**src/design/ctrl_pkg.sv**
```systemverilog
// Cabinet control definitions
package ctrl_pkg;

	// ============================================================
	// PS/2 set 2 scan codes
	// ============================================================
	localparam logic [7:0] KEY_1     = 8'h16;
	localparam logic [7:0] KEY_2     = 8'h1E;
	localparam logic [7:0] KEY_5     = 8'h2E;
	localparam logic [7:0] KEY_6     = 8'h36;
	localparam logic [7:0] KEY_9     = 8'h46;
	localparam logic [7:0] KEY_P     = 8'h4D;
	// Arrows and ctrl for player 1
	localparam logic [7:0] KEY_UP    = 8'h75;
	localparam logic [7:0] KEY_DOWN  = 8'h72;
	localparam logic [7:0] KEY_LEFT  = 8'h6B;
	localparam logic [7:0] KEY_RIGHT = 8'h74;
	localparam logic [7:0] KEY_CTRL  = 8'h14;
	// WASD and v for player 2
	localparam logic [7:0] KEY_W     = 8'h1D;
	localparam logic [7:0] KEY_S     = 8'h1B;
	localparam logic [7:0] KEY_A     = 8'h1C;
	localparam logic [7:0] KEY_D     = 8'h23;
	localparam logic [7:0] KEY_V     = 8'h2A;

	// ============================================================
	// USB joystick word
	// ============================================================
	typedef logic [15:0] joy_word_t;

	// Bit positions, active high
	localparam int JOY_RIGHT = 0;
	localparam int JOY_LEFT  = 1;
	localparam int JOY_DOWN  = 2;
	localparam int JOY_UP    = 3;
	localparam int JOY_FIRE  = 4;
	localparam int JOY_START = 5;
	localparam int JOY_COIN  = 6;
	localparam int JOY_PAUSE = 7;

	// Download slot of the DIP switch bytes
	localparam logic [7:0] DIP_INDEX = 8'd254;

	// ============================================================
	// Colour channels
	// ============================================================
	typedef logic [3:0] chan_in_t;
	typedef logic [7:0] chan_out_t;

	// Measured levels of the weighted resistor DAC, entry 0 first
	localparam logic [0:15][7:0] DAC_TABLE = {
		8'd0,   8'd14,  8'd31,  8'd46,
		8'd67,  8'd81,  8'd98,  8'd112,
		8'd143, 8'd157, 8'd174, 8'd188,
		8'd209, 8'd224, 8'd241, 8'd255
	};

endpackage
```
**src/design/player_if.sv**
```systemverilog
// Player control bundle
interface player_if;

	// Held controls, active high
	logic up;
	logic down;
	logic left;
	logic right;
	logic fire;
	logic start;
	logic coin;

	// Keyboard decoder side
	modport src (
		output up, down, left, right, fire, start, coin
	);

	// Merge side
	modport dst (
		input up, down, left, right, fire, start, coin
	);

endinterface

```
**src/design/ctrl_top.sv**
```systemverilog
// Cabinet input front end
module ctrl_top import ctrl_pkg::*; #(
	parameter int DIP_BYTES = 3,
	parameter int ADDR_W    = 25
) (
	input  logic                   CLK_49M,
	input  logic                   reset,
	// Keyboard and pads
	input  logic [10:0]            ps2_key,
	input  joy_word_t              joy0,
	input  joy_word_t              joy1,
	// Download port
	input  logic                   dl_wr,
	input  logic [7:0]             dl_index,
	input  logic [ADDR_W-1:0]      dl_addr,
	input  logic [7:0]             dl_data,
	// Game colour
	input  chan_in_t               r_in,
	input  chan_in_t               g_in,
	input  chan_in_t               b_in,
	// Cabinet controls
	output logic [1:0]             coin,
	output logic [1:0]             btn_start,
	output logic [3:0]             p1_joystick,
	output logic [3:0]             p2_joystick,
	output logic                   p1_fire,
	output logic                   p2_fire,
	output logic                   btn_service,
	output logic                   pause,
	output logic [8*DIP_BYTES-1:0] dipsw,
	output chan_out_t              r_out,
	output chan_out_t              g_out,
	output chan_out_t              b_out
);

	// ============================================================
	// Keyboard to merge
	// ============================================================
	player_if kbd_p1 ();
	player_if kbd_p2 ();

	// System keys, plain wires
	logic service_key;
	logic pause_key;

	ps2_key_decoder u_keys (.CLK_49M, .reset, .ps2_key, .p1(kbd_p1), .p2(kbd_p2),
		.service(service_key), .pause_key);

	input_merge u_merge (.CLK_49M, .reset, .kbd1(kbd_p1), .kbd2(kbd_p2),
		.service(service_key), .pause_key, .joy0, .joy1, .coin, .btn_start,
		.p1_joystick, .p2_joystick, .p1_fire, .p2_fire, .btn_service, .pause);

	// ============================================================
	// DIP switches and colour
	// ============================================================
	dip_loader #(
		.DIP_BYTES(DIP_BYTES),
		.ADDR_W   (ADDR_W)
	) u_dip (.CLK_49M, .reset, .dl_wr, .dl_index, .dl_addr, .dl_data, .dipsw);

	// Widens 4-bit guns to 8 bits
	color_dac u_dac (.CLK_49M, .reset, .r_in, .g_in, .b_in, .r_out, .g_out, .b_out);

endmodule

```
**src/design/color_dac.sv**
```systemverilog
// Resistor DAC colour lookup
module color_dac import ctrl_pkg::*; (
	input  logic      CLK_49M,
	input  logic      reset,
	input  chan_in_t  r_in,
	input  chan_in_t  g_in,
	input  chan_in_t  b_in,
	output chan_out_t r_out,
	output chan_out_t g_out,
	output chan_out_t b_out
);

	// One table for all three guns
	function automatic chan_out_t dac_level(input chan_in_t code);
		return DAC_TABLE[code];
	endfunction

	chan_out_t r_lvl;
	chan_out_t g_lvl;
	chan_out_t b_lvl;

	assign r_lvl = dac_level(r_in);
	assign g_lvl = dac_level(g_in);
	assign b_lvl = dac_level(b_in);

	// Output register, black in reset
	always_ff @(posedge CLK_49M) begin
		if (reset) begin
			r_out <= '0;
			g_out <= '0;
			b_out <= '0;
		end else begin
			r_out <= r_lvl;
			g_out <= g_lvl;
			b_out <= b_lvl;
		end
	end

endmodule

```
**src/design/dip_loader.sv**
```systemverilog
// DIP switch byte store
module dip_loader import ctrl_pkg::*; #(
	parameter int DIP_BYTES = 3,
	parameter int ADDR_W    = 25
) (
	input  logic                   CLK_49M,
	input  logic                   reset,
	input  logic                   dl_wr,
	input  logic [7:0]             dl_index,
	input  logic [ADDR_W-1:0]      dl_addr,
	input  logic [7:0]             dl_data,
	output logic [8*DIP_BYTES-1:0] dipsw
);

	// Byte select wide enough for eight bytes
	localparam int SEL_W = 3;

	logic [7:0] dip_sw [DIP_BYTES];
	logic       dl_hit;

	// Right slot, low address window only
	assign dl_hit = dl_wr && dl_index == DIP_INDEX && dl_addr[ADDR_W-1:SEL_W] == '0;

	always_ff @(posedge CLK_49M) begin
		for (int i = 0; i < DIP_BYTES; i++) begin
			// Stored bytes are active low, all off
			if (reset)
				dip_sw[i] <= 8'hFF;
			else if (dl_hit && dl_addr[SEL_W-1:0] == SEL_W'(i))
				dip_sw[i] <= dl_data;
		end
	end

	// Highest byte in the top bits
	for (genvar g = 0; g < DIP_BYTES; g++) begin : g_dip
		assign dipsw[8*g +: 8] = ~dip_sw[g];
	end

endmodule

```
**src/design/input_merge.sv**
```systemverilog
// Cabinet control merge
module input_merge import ctrl_pkg::*; (
	input  logic       CLK_49M,
	input  logic       reset,
	player_if.dst      kbd1,
	player_if.dst      kbd2,
	input  logic       service,
	input  logic       pause_key,
	input  joy_word_t  joy0,
	input  joy_word_t  joy1,
	output logic [1:0] coin,
	output logic [1:0] btn_start,
	output logic [3:0] p1_joystick,
	output logic [3:0] p2_joystick,
	output logic       p1_fire,
	output logic       p2_fire,
	output logic       btn_service,
	output logic       pause
);

	// Merged directions, cabinet order down up right left
	logic [3:0] p1_dir;
	logic [3:0] p2_dir;
	logic       coin_joy;
	logic       pause_joy;

	assign p1_dir = {kbd1.down | joy0[JOY_DOWN], kbd1.up | joy0[JOY_UP],
		kbd1.right | joy0[JOY_RIGHT], kbd1.left | joy0[JOY_LEFT]};
	assign p2_dir = {kbd2.down | joy1[JOY_DOWN], kbd2.up | joy1[JOY_UP],
		kbd2.right | joy1[JOY_RIGHT], kbd2.left | joy1[JOY_LEFT]};

	// Coin and pause accepted from either pad
	assign coin_joy  = joy0[JOY_COIN] | joy1[JOY_COIN];
	assign pause_joy = joy0[JOY_PAUSE] | joy1[JOY_PAUSE];

	always_ff @(posedge CLK_49M) begin
		if (reset) begin
			// Idle is high on the active-low lines
			coin        <= 2'b11;
			btn_start   <= 2'b11;
			p1_joystick <= 4'hF;
			p2_joystick <= 4'hF;
			p1_fire     <= 1'b1;
			p2_fire     <= 1'b1;
			btn_service <= 1'b0;
			pause       <= 1'b0;
		end else begin
			// Coin 2 only from the keyboard
			coin        <= ~{kbd2.coin, kbd1.coin | coin_joy};
			btn_start   <= ~{kbd2.start | joy1[JOY_START], kbd1.start | joy0[JOY_START]};
			p1_joystick <= ~p1_dir;
			p2_joystick <= ~p2_dir;
			p1_fire     <= ~(kbd1.fire | joy0[JOY_FIRE]);
			p2_fire     <= ~(kbd2.fire | joy1[JOY_FIRE]);
			// Service and pause stay active high
			btn_service <= service;
			pause       <= pause_key | pause_joy;
		end
	end

endmodule

```
**src/design/ps2_key_decoder.sv**
```systemverilog
// PS/2 keyboard button decoder
module ps2_key_decoder import ctrl_pkg::*; (
	input  logic        CLK_49M,
	input  logic        reset,
	input  logic [10:0] ps2_key,
	player_if.src       p1,
	player_if.src       p2,
	output logic        service,
	output logic        pause_key
);

	// Key event fields
	logic       toggle_q;
	logic       key_event;
	logic       pressed;
	logic [7:0] code;

	// Bit 10 flips once per make or break
	assign key_event = ps2_key[10] != toggle_q;
	assign pressed   = ps2_key[9];
	assign code      = ps2_key[7:0];

	always_ff @(posedge CLK_49M) begin
		// Registered copy of the event toggle
		toggle_q <= ps2_key[10];
		if (reset) begin
			// All keys released
			p1.up    <= 1'b0;
			p1.down  <= 1'b0;
			p1.left  <= 1'b0;
			p1.right <= 1'b0;
			p1.fire  <= 1'b0;
			p1.start <= 1'b0;
			p1.coin  <= 1'b0;
			p2.up    <= 1'b0;
			p2.down  <= 1'b0;
			p2.left  <= 1'b0;
			p2.right <= 1'b0;
			p2.fire  <= 1'b0;
			p2.start <= 1'b0;
			p2.coin  <= 1'b0;
			service   <= 1'b0;
			pause_key <= 1'b0;
		end else if (key_event) begin
			case (code)
				// System keys
				KEY_1:     p1.start  <= pressed;
				KEY_2:     p2.start  <= pressed;
				KEY_5:     p1.coin   <= pressed;
				KEY_6:     p2.coin   <= pressed;
				KEY_9:     service   <= pressed;
				KEY_P:     pause_key <= pressed;
				// Player 1 block
				KEY_UP:    p1.up     <= pressed;
				KEY_DOWN:  p1.down   <= pressed;
				KEY_LEFT:  p1.left   <= pressed;
				KEY_RIGHT: p1.right  <= pressed;
				KEY_CTRL:  p1.fire   <= pressed;
				// Player 2 block
				KEY_W:     p2.up     <= pressed;
				KEY_S:     p2.down   <= pressed;
				KEY_A:     p2.left   <= pressed;
				KEY_D:     p2.right  <= pressed;
				KEY_V:     p2.fire   <= pressed;
				// Unknown code leaves held keys alone
				default: ;
			endcase
		end
	end

endmodule

```
**config.mk**
```make
export PLATFORM = sky130hd
export DESIGN_NAME = ctrl_top
export DESIGN_NICKNAME = d
export VERILOG_FILES = /design/src/design/ctrl_pkg.sv /design/src/design/player_if.sv /design/src/design/ctrl_top.sv /design/src/design/color_dac.sv /design/src/design/dip_loader.sv /design/src/design/input_merge.sv /design/src/design/ps2_key_decoder.sv
export SDC_FILE = /design/constraint.sdc
export NUM_CORES = 1
export LEC_CHECK = 0
export ABC_AREA = 1
export ABC_CLOCK_PERIOD_IN_PS = 3200
export BUFFER_PORTS_ARGS = -buffer_cell sky130_fd_sc_hd__buf_2
export CAP_MARGIN = 5
export CORE_ASPECT_RATIO = 1.2
export CORE_UTILIZATION = 45
export CTS_BUF_LIST = sky130_fd_sc_hd__clkbuf_4
export CTS_CLUSTER_DIAMETER = 40
export DETAILED_ROUTE_END_ITERATION = 7
export PLACE_DENSITY_LB_ADDON = 0.3
export SYNTH_ARGS = -nofsm -noshare
export SYNTH_HDL_FRONTEND = slang
export SYNTH_SLANG_ARGS = --single-unit
```
**constraint.sdc**
```tcl
create_clock -name CLK_49M -period 3.2 [get_ports CLK_49M]
set_input_delay 0.16 -clock CLK_49M [delete_from_list [all_inputs] [get_ports CLK_49M]]
set_output_delay 0.16 -clock CLK_49M [all_outputs]
set_load 0.01 [all_outputs]
```
---- Word-level counts from Yosys, hierarchy flattened ----
Memories as Yosys holds them, arrays and structs flattened. A register that Yosys moved wholly into a read port is not among the register bits.
Index checks and enable logic that the tools add are counted.
cells by class
  eq/ne operators ......................... 20
  muxes and demuxes ....................... 14
  bitwise operators ....................... 31
  reductions and logical operators ........ 23
operators by type and width
  cell                                                                    number
  8-bit by 5-bit equality test with 1-bit output (second input constant)  6
  8-bit by 7-bit equality test with 1-bit output (second input constant)  6
  8-bit by 6-bit equality test with 1-bit output (second input constant)  4
  2-bit AND reduction                                                     16
  8-bit 2-to-1 mux                                                        3
  8-bit inverter                                                          3
  22-bit zero test                                                        1
  1-bit OR                                                                19
  4-bit inverter with 5-bit output                                        3
  1-bit 2-to-1 mux                                                        11
  8-bit equality test (second input constant)                             1
  4-bit inverter                                                          2
  1-bit logical AND                                                       5
  2-bit inverter                                                          2
  3-bit by 1-bit equality test with 1-bit output (second input constant)  1
  3-bit by 2-bit equality test with 1-bit output (second input constant)  1
  3-bit zero test                                                         1
  1-bit inverter                                                          2
  1-bit inequality test                                                   1
word-level totals
  flip-flop bits (word level) ............. 33
  memory bits (writable) .................. 24
  memory bits (read-only) ................. 384
  output and inout bits ................... 64
  word-level logic and storage cells ...... 117
  memories kept ........................... 4
memory list
  memory           depth  bits a word  rd ports  clocked after Yosys merged registers in  wr ports  line              text
  (no name shown)  16     8            1         1                                        0         color_dac.sv:15   return DAC_TABLE[code];
  (no name shown)  16     8            1         1                                        0         color_dac.sv:15
  (no name shown)  16     8            1         1                                        0         color_dac.sv:15
  u_dip.dip_sw     3      8            3         0                                        3         dip_loader.sv:18  logic [7:0] dip_sw [DIP_BYTES];

---- Depth between registers and ports, before layout ----
Gate-level depths: netlist of the first run.
  depth after elaboration ................. 8
  depth in mapped cells ................... 8
  depth with buffers taken out ............ 8

---- Cells and area by module ----
From an unflattened synthesis of the first run, not the netlist that was laid out.
unflattened totals
  cells, all modules ...................... 484
  area, all modules ....................... 3622.2 µm²
by module, submodules not included
  module           instances  cells each  area each (µm²)  sequential area each (µm²)
  dip_loader       1          132         1221.2           720.7
  ps2_key_decoder  1          179         1032.2           340.3
  color_dac        1          133         934.6            420.4
  input_merge      1          40          434.2            320.3

---- Worst setup path after synthesis of the first run ----
OpenSTA, ideal clock, no wires.
  kind .................................... input to register
  start ................................... input port dl_addr[15]
  end ..................................... memory u_dip.dip_sw[1][0] (enable)
  library setup time ...................... 0.329 ns
  arrival time ............................ 0.934 ns
  path slack .............................. 1.937 ns
  cell stages on the path ................. 7
  buffers on the path ..................... 0
  path through ............................ nor2_1 nand2_1 nor2_1 nand2_1 nor2_4 nand2_1 nand2_1
RTL lines
  element      line              text
  from (decl)  ctrl_top.sv:15    input logic [ADDR_W-1:0] dl_addr,
  to (decl)    dip_loader.sv:18

==> summary.md, run 1 <==
| Metric | Value |
|---|---|
| R2R setup slack | `1620 ps` |
| Period utilization | `53.73%` |
| Synthesized flop and latch total | `78` |
| Final routed DRC violation total | `0` |
| DIE HEIGHT | `97.67 µm` |
| Library cells used by synthesis | `26` |
| Worst-Margin Slew | `679.5 ps` |
| Total gr overflow | `0` |
| H-tree depth | `3` |
| Ratio of cells with drive above 1 in the final layout | `29.33%` |
| Vias | `3321` |
| GR Layer Usage met3 | `4.413%` |
| Reported leakage power | `0.002234 µW` |
| Setup CP Type | `input pin to flop` |
| Gr usage total | `21.19%` |
| Internal Power | `1509 µW` |
| Worst hold path type | `input pin to flop` |
| Post-route ant nets | `0` |
| Crit start category | `input pin` |
| Cells after DPL | `651` |
| Comb pwr share | `13.7%` |
| CTS clk-pin slew, worst paths | `150 ps` |
| CP Capture Type | `flop` |
| Critical Path, Cell by Cell | `buf_2, inv_1, buf_4, o21ai_0, a21oi_1, dlygate4sd3_1` |
| VDD IR max | `0.3245 mV` |
| Non-Filler Instances | `690` |
| Sw power | `546.5 µW` |
| Mapped Cells | `431` |
| Initial Utilization | `46.90%` |
| Largest stage delay on the critical path | `550 ps` |
| Synthesized net count | `530` |
| First-pass GRT wire length | `12970 µm` |
| Die area | `0.007981 mm²` |
| Setup Viol. Count Final | `0` |
| Avg Cell Area, Syn | `7.963 µm²` |
| Switching Share | `26.59%` |
| Clk sink count | `78` |
| DR iter-0 viols | `169` |
| Cts bufs inserted | `9` |
| Most used routing layer | `met2` |
| Skew final | `15.77 ps` |
| Most frequent cells in the layout | `buf_2, nand2_1, inv_1` |
| Avg WL per Cell | `11.78 µm` |
| Synthesized cell area | `0.003432 mm²` |
| Met2 Use GR | `37.44%` |
| Initial antenna violation count | `0` |
| Post-layout min period | `1719 ps` |
| Arrival time at the worst endpoint | `2100 ps` |
| Detailed-route vias per instance | `4.813` |
| Max-slew headroom | `54.59%` |
| Worst-path maximum fanout | `26` |
| Number of core rows | `34` |
| I/O Pins | `163` |
| Final Max Slew Viols | `0` |
| GP Congestion | `0.8454` |
| Commonest non-fill, non-tap cell in the layout | `buf_2` |
| Slowest CP cell | `dlygate4sd3_1` |
| I/O Buffers | `145` |
| Clk_lat worst skew | `430 ps` |
| Largest net degree at the start of global routing | `28` |
| Fmax | `581.6 MHz` |
| RSZ-0062 raised after global routing | `false` |
| Status | `finished, final reports clean` |
| CTS tree | `yes` |
| Sequential share of power | `52.3%` |
| P per Cell Area | `448.1 mW/mm²` |
| Clock power frac | `34.0%` |
| Chip width | `81.72 µm` |
| Global routing usage on met1 | `23.27%` |
| YS warnings | `0` |
| Clock root cell | `clkbuf_4` |
| Final-stage net count | `694` |
| Setup_tns | `0 ps` |
| Post-synthesis sequential area ratio | `52.50%` |
| Area grow syn2layout | `33.61%` |
| Core box area | `0.007317 mm²` |
| Clock Path Buffers | `2` |
| Antenna diodes | `0` |
| Post-DP HPWL | `5872 µm` |
| Final Hold Fails | `0` |
| Max_cap viols | `0` |
| DRT Wirelength | `8128 µm` |
| WP data required | `3590 ps` |
| DR pass1 iterations | `4` |
| Total setup buffers inserted after CTS | `0` |
| Number of global-route vias before repair | `3052` |
cell usage after synthesis:
master	n	area share [%]
and2_1	1	0.18
o21ai_0	22	3.2
nor2_2	1	0.18
edfxtp_1	24	21
buf_2	7	1.0
nand3_1	23	3.4
dfxtp_1	54	31
nand2_2	4	0.73
o211ai_1	1	0.22
o22ai_1	1	0.18
buf_4	4	0.87
nor3_1	5	0.73
nor3_2	4	1.2
inv_1	74	8.1
nor2_4	2	0.66
buf_6	2	0.66
nor2_8	1	0.58
o21a_1	1	0.22
a21oi_1	24	3.5
inv_2	1	0.11
clkinv_1	1	0.11
nand2_1	80	8.7
o31ai_1	2	0.44
nand4_1	34	6.2
clkbuf_1	4	0.44
nor2_1	54	5.9
power groups by stage:
| stage | clock (µW) | combinational, µW | sequential [µW] |
|---|---|---|---|
| floorplan | 0 | 122 | 1110 |
| global placement | 0 | 253 | 1100 |
| detailed placement | 0 | 258 | 1100 |
| CTS | 710 | 280 | 1070 |
| global route | 756 | 316 | 1080 |
| finish | 699 | 281 | 1070 |
routing by layer:
layer	wire, µm	part of all wire [%]	vias up
met1	3239	40	1434
met4	152	1.9	0
met3	677	8.3	15
met2	4059	50	147
li1	-	-	1725
met5	0	0	-
kinds of logic (layout without fill, tap and decap cells):
logic type	count (synthesis)	count (layout)	share of synthesized area [%]
AO/OA/AOI/OAI	51	51	7.766
flip-flops	78	78	52.50
AND/OR/NAND/NOR	209	209	28.44
buffers and inverters	93	262	11.30
sequential cells by signal (all words and copies together), names as in the netlist, 2 cells and up:
name                 cells
u_dip.dip_sw            24
u_dac.g_out              7
u_merge.p2_joystick      4
u_merge.coin             2
u_merge.btn_start        2
u_dac.r_out              7
u_merge.p1_joystick      4
u_dac.b_out              7
path summary, 6_finish.rpt:
| kind | from | endpoint | cells after the start |
|---|---|---|---|
| worst max-delay path | reset | u_dac.g_out[5]$_SDFF_PP0_ | 6 |
| worst min-delay path | b_in[3] | u_dac.b_out[7]$_SDFF_PP0_ | 3 |
| worst max register to register | u_keys.toggle_q$_DFF_P_ | u_keys.p1.coin$_SDFFE_PP0P_ | 8 |
| worst min register to register | u_keys.p2.coin$_SDFFE_PP0P_ | u_merge.coin[1]$_SDFF_PP1_ | 1 |
critical path, delay by kind of cell:
kind	cells	cell delay, ps
buffers and inverters	4	1690
AO/OA/AOI/OAI	2	260
cell type report:
type | count | area (µm²)
Tap cell | 90 | 112.6
Inverter | 76 | 285.3
Timing Repair Buffer | 170 | 970.9
Multi-Input combinational cell | 260 | 1242
Fill cell | 637 | 2731
Clock buffer | 9 | 67.56
Clock inverter | 7 | 105.1
Sequential cell | 78 | 1802
repair_timing:
| action | in CTS | in global routing |
|---|---|---|
| hold buffers | 22 | 1 |
| hold endpoints to repair | 18 | 1 |
| gates resized for setup | 0 | 0 |
stage by stage:
| step | setup slack (ps) | instance area [µm²] | hold WS [ps] | util (%) | total power (µW) |
|---|---|---|---|---|---|
| 5_1_grt | 1318 | 4586 | 8.384 | 62.67 | 2151 |
| 3_3_place_gp | 1367 | 4183 | 289.2 | 57.16 | 1348 |
| 2_1_floorplan | 1937 | 3432 | 187.7 | - | 1232 |
| 3_5_place_dp | 1310 | 4183 | 293.1 | 57.16 | 1355 |
| 6_report | 1481 | 4586 | 27.18 | 62.67 | 2055 |
| 4_1_cts | 1513 | 4576 | 0.8827 | 62.53 | 2065 |
Power figures use the tool's default switching activity.
==> run 2: changes to the inputs <==
- ABC_CLOCK_PERIOD_IN_PS: 3200 -> 1800
- clock period: 3.2 -> 1.8 ns (I/O delays scaled with it)
==> run 2 against run 1 <==
Compared with the run above: combinational power grew 88%; register-to-register slack lost 1100 ps; sequential power grew 79%; die area is the same; critical endpoint unchanged; largest power group unchanged.
==> summary.md, run 2 (same netlist as run 1, synthesis figures left out) <==
| Metric | Value |
|---|---|
| Hold WS | `16.79 ps` |
| Core Util, Final | `64.89%` |
| H-tree depth | `3` |
| Avg WL per Cell | `12.06 µm` |
| Antenna diodes | `0` |
| Worst-path maximum fanout | `5` |
| Skew final | `14.05 ps` |
| Met1 wire length | `3465 µm` |
| Arrival time at the worst endpoint | `2070 ps` |
| VDD IR max | `0.4410 mV` |
| Die area | `0.007981 mm²` |
| Fmax | `588.9 MHz` |
| WL met2 | `4273 µm` |
| Chip width | `81.72 µm` |
| Top layer in use | `met4` |
| CTS clk-pin slew, worst paths | `130 ps` |
| I/O Pins | `163` |
| DIE HEIGHT | `97.67 µm` |
| DR iter-0 viols | `145` |
| Commonest non-fill, non-tap cell in the layout | `buf_2` |
| P per Cell Area | `794.7 mW/mm²` |
| Post-route ant nets | `0` |
| Detailed-route vias per instance | `4.856` |
| Max reg flops | `24` |
| Initial Utilization | `46.90%` |
| Setup Viol. Count Final | `0` |
| DRT Wirelength | `8511 µm` |
| Final Max Slew Viols | `0` |
| Largest net degree at the start of global routing | `30` |
| Total setup buffers inserted after CTS | `0` |
| CTS Hold Buffers Added | `33` |
| Clk sink count | `78` |
| Routed met3 length | `617 µm` |
| I/O Buffers | `145` |
| WP data required | `2170 ps` |
| CTS tree | `yes` |
| Number of core rows | `34` |
| Area grow syn2layout | `38.35%` |
| RSZ-0062 raised after global routing | `false` |
| Most frequent cells in the layout | `buf_2, nand2_1, inv_1` |
| Initial antenna violation count | `0` |
| Crit start category | `input pin` |
| Gr usage total | `21.93%` |
| CP Capture Type | `flop` |
| Reported leakage power | `0.002310 µW` |
| Max_cap viols | `0` |
| Top reg by flops | `u_dip.dip_sw` |
| Total power | `3774 µW` |
| DR pass1 iterations | `5` |
| Post-CTS Resized | `0` |
| Status | `finished, final reports clean` |
| Post-layout min period | `1698 ps` |
| Final routed DRC violation total | `0` |
| Cts bufs inserted | `9` |
| Ratio of cells with drive above 1 in the final layout | `29.55%` |
| Worst hold path type | `input pin to flop` |
| Vias | `3428` |
| Worst-Margin Slew | `358.4 ps` |
| Final-stage net count | `710` |
| Total gr overflow | `0` |
| Setup CP Type | `input pin to flop` |
| Clock Path Buffers | `2` |
| Core box area | `0.007317 mm²` |
| Clk_lat worst skew | `420 ps` |
| Setup_tns | `0 ps` |
| GP Congestion | `0.8396` |
| Number of global-route vias before repair | `3187` |
| Final Hold Fails | `0` |
| Max-slew headroom | `76.05%` |
| Clock root cell | `clkbuf_4` |
| First-pass GRT wire length | `13430 µm` |
| Period utilization | `94.33%` |
| Post-DP HPWL | `6215 µm` |
==> run 2: cell count changes in the layout (fill, tap and decap cells not counted), sizes merged <==
| cell | delta |
|---|---|
| dlygate4sd3 | +10 |
| buf | +6 |
| inv | -3 |
| bufinv | +1 |
| clkinv | +1 |
| clkinvlp | +1 |
==> run 2: report_power, final <==
| group | switching (µW) | internal (µW) | leakage, µW | total, µW |
|---|---|---|---|---|
| clock | 630 | 706 | 0.0000923 | 1340 |
| sequential | 23.5 | 1890 | 0.000688 | 1910 |
| combinational | 295 | 232 | 0.00153 | 527 |
| total | 949 | 2830 | 0.00231 | 3770 |
==> run 2: worst paths after layout <==
check	from	to	slack, ps	depth (start not counted)
worst max-delay path	g_in[2]	u_dac.g_out[5]$_SDFF_PP0_	100	6
worst min-delay path	dl_data[1]	u_dip.dip_sw[2][1]$_SDFFCE_PN1P_	20	3
worst min register to register	u_keys.p2.coin$_SDFFE_PP0P_	u_merge.coin[1]$_SDFF_PP1_	400	1
worst max register to register	u_keys.toggle_q$_DFF_P_	u_keys.p1.up$_SDFFE_PP0P_	490	8
==> run 2: per-stage QoR <==
stage	std cells	worst slack, ps	instance area [µm²]
final	706	102.0	4748
after global routing	706	43.42	4748
after CTS	706	169.0	4748
after detailed placement	657	237.1	4228
after global placement	657	288.0	4228
after floorplan	431	606.7	3432
==> run 2: per-layer routing <==
layer / track usage (%) / vias to the layer above
li1: - / 1764
met1: 23.42 / 1519
met2: 39.22 / 131
met3: 4.413 / 14
met4: 11.20 / 0
met5: 0 / -
==> run 2: final cells by class <==
| class | count | area (µm²) |
|---|---|---|
| multi-input combinational | 260 | 1242 |
| inverter | 76 | 285.3 |
| timing repair buffer | 186 | 1116 |
| clock inverter | 7 | 122.6 |
| tap | 90 | 112.6 |
| clock buffer | 9 | 67.56 |
| fill | 615 | 2569 |
| sequential | 78 | 1802 |
==> run 2: critical path, stage by stage <==
cell	delay (ps)
dlygate4sd3_1	520
buf_2	130
nand3_1	80
dlygate4sd3_1	560
a21oi_1	140
dlygate4sd3_1	560
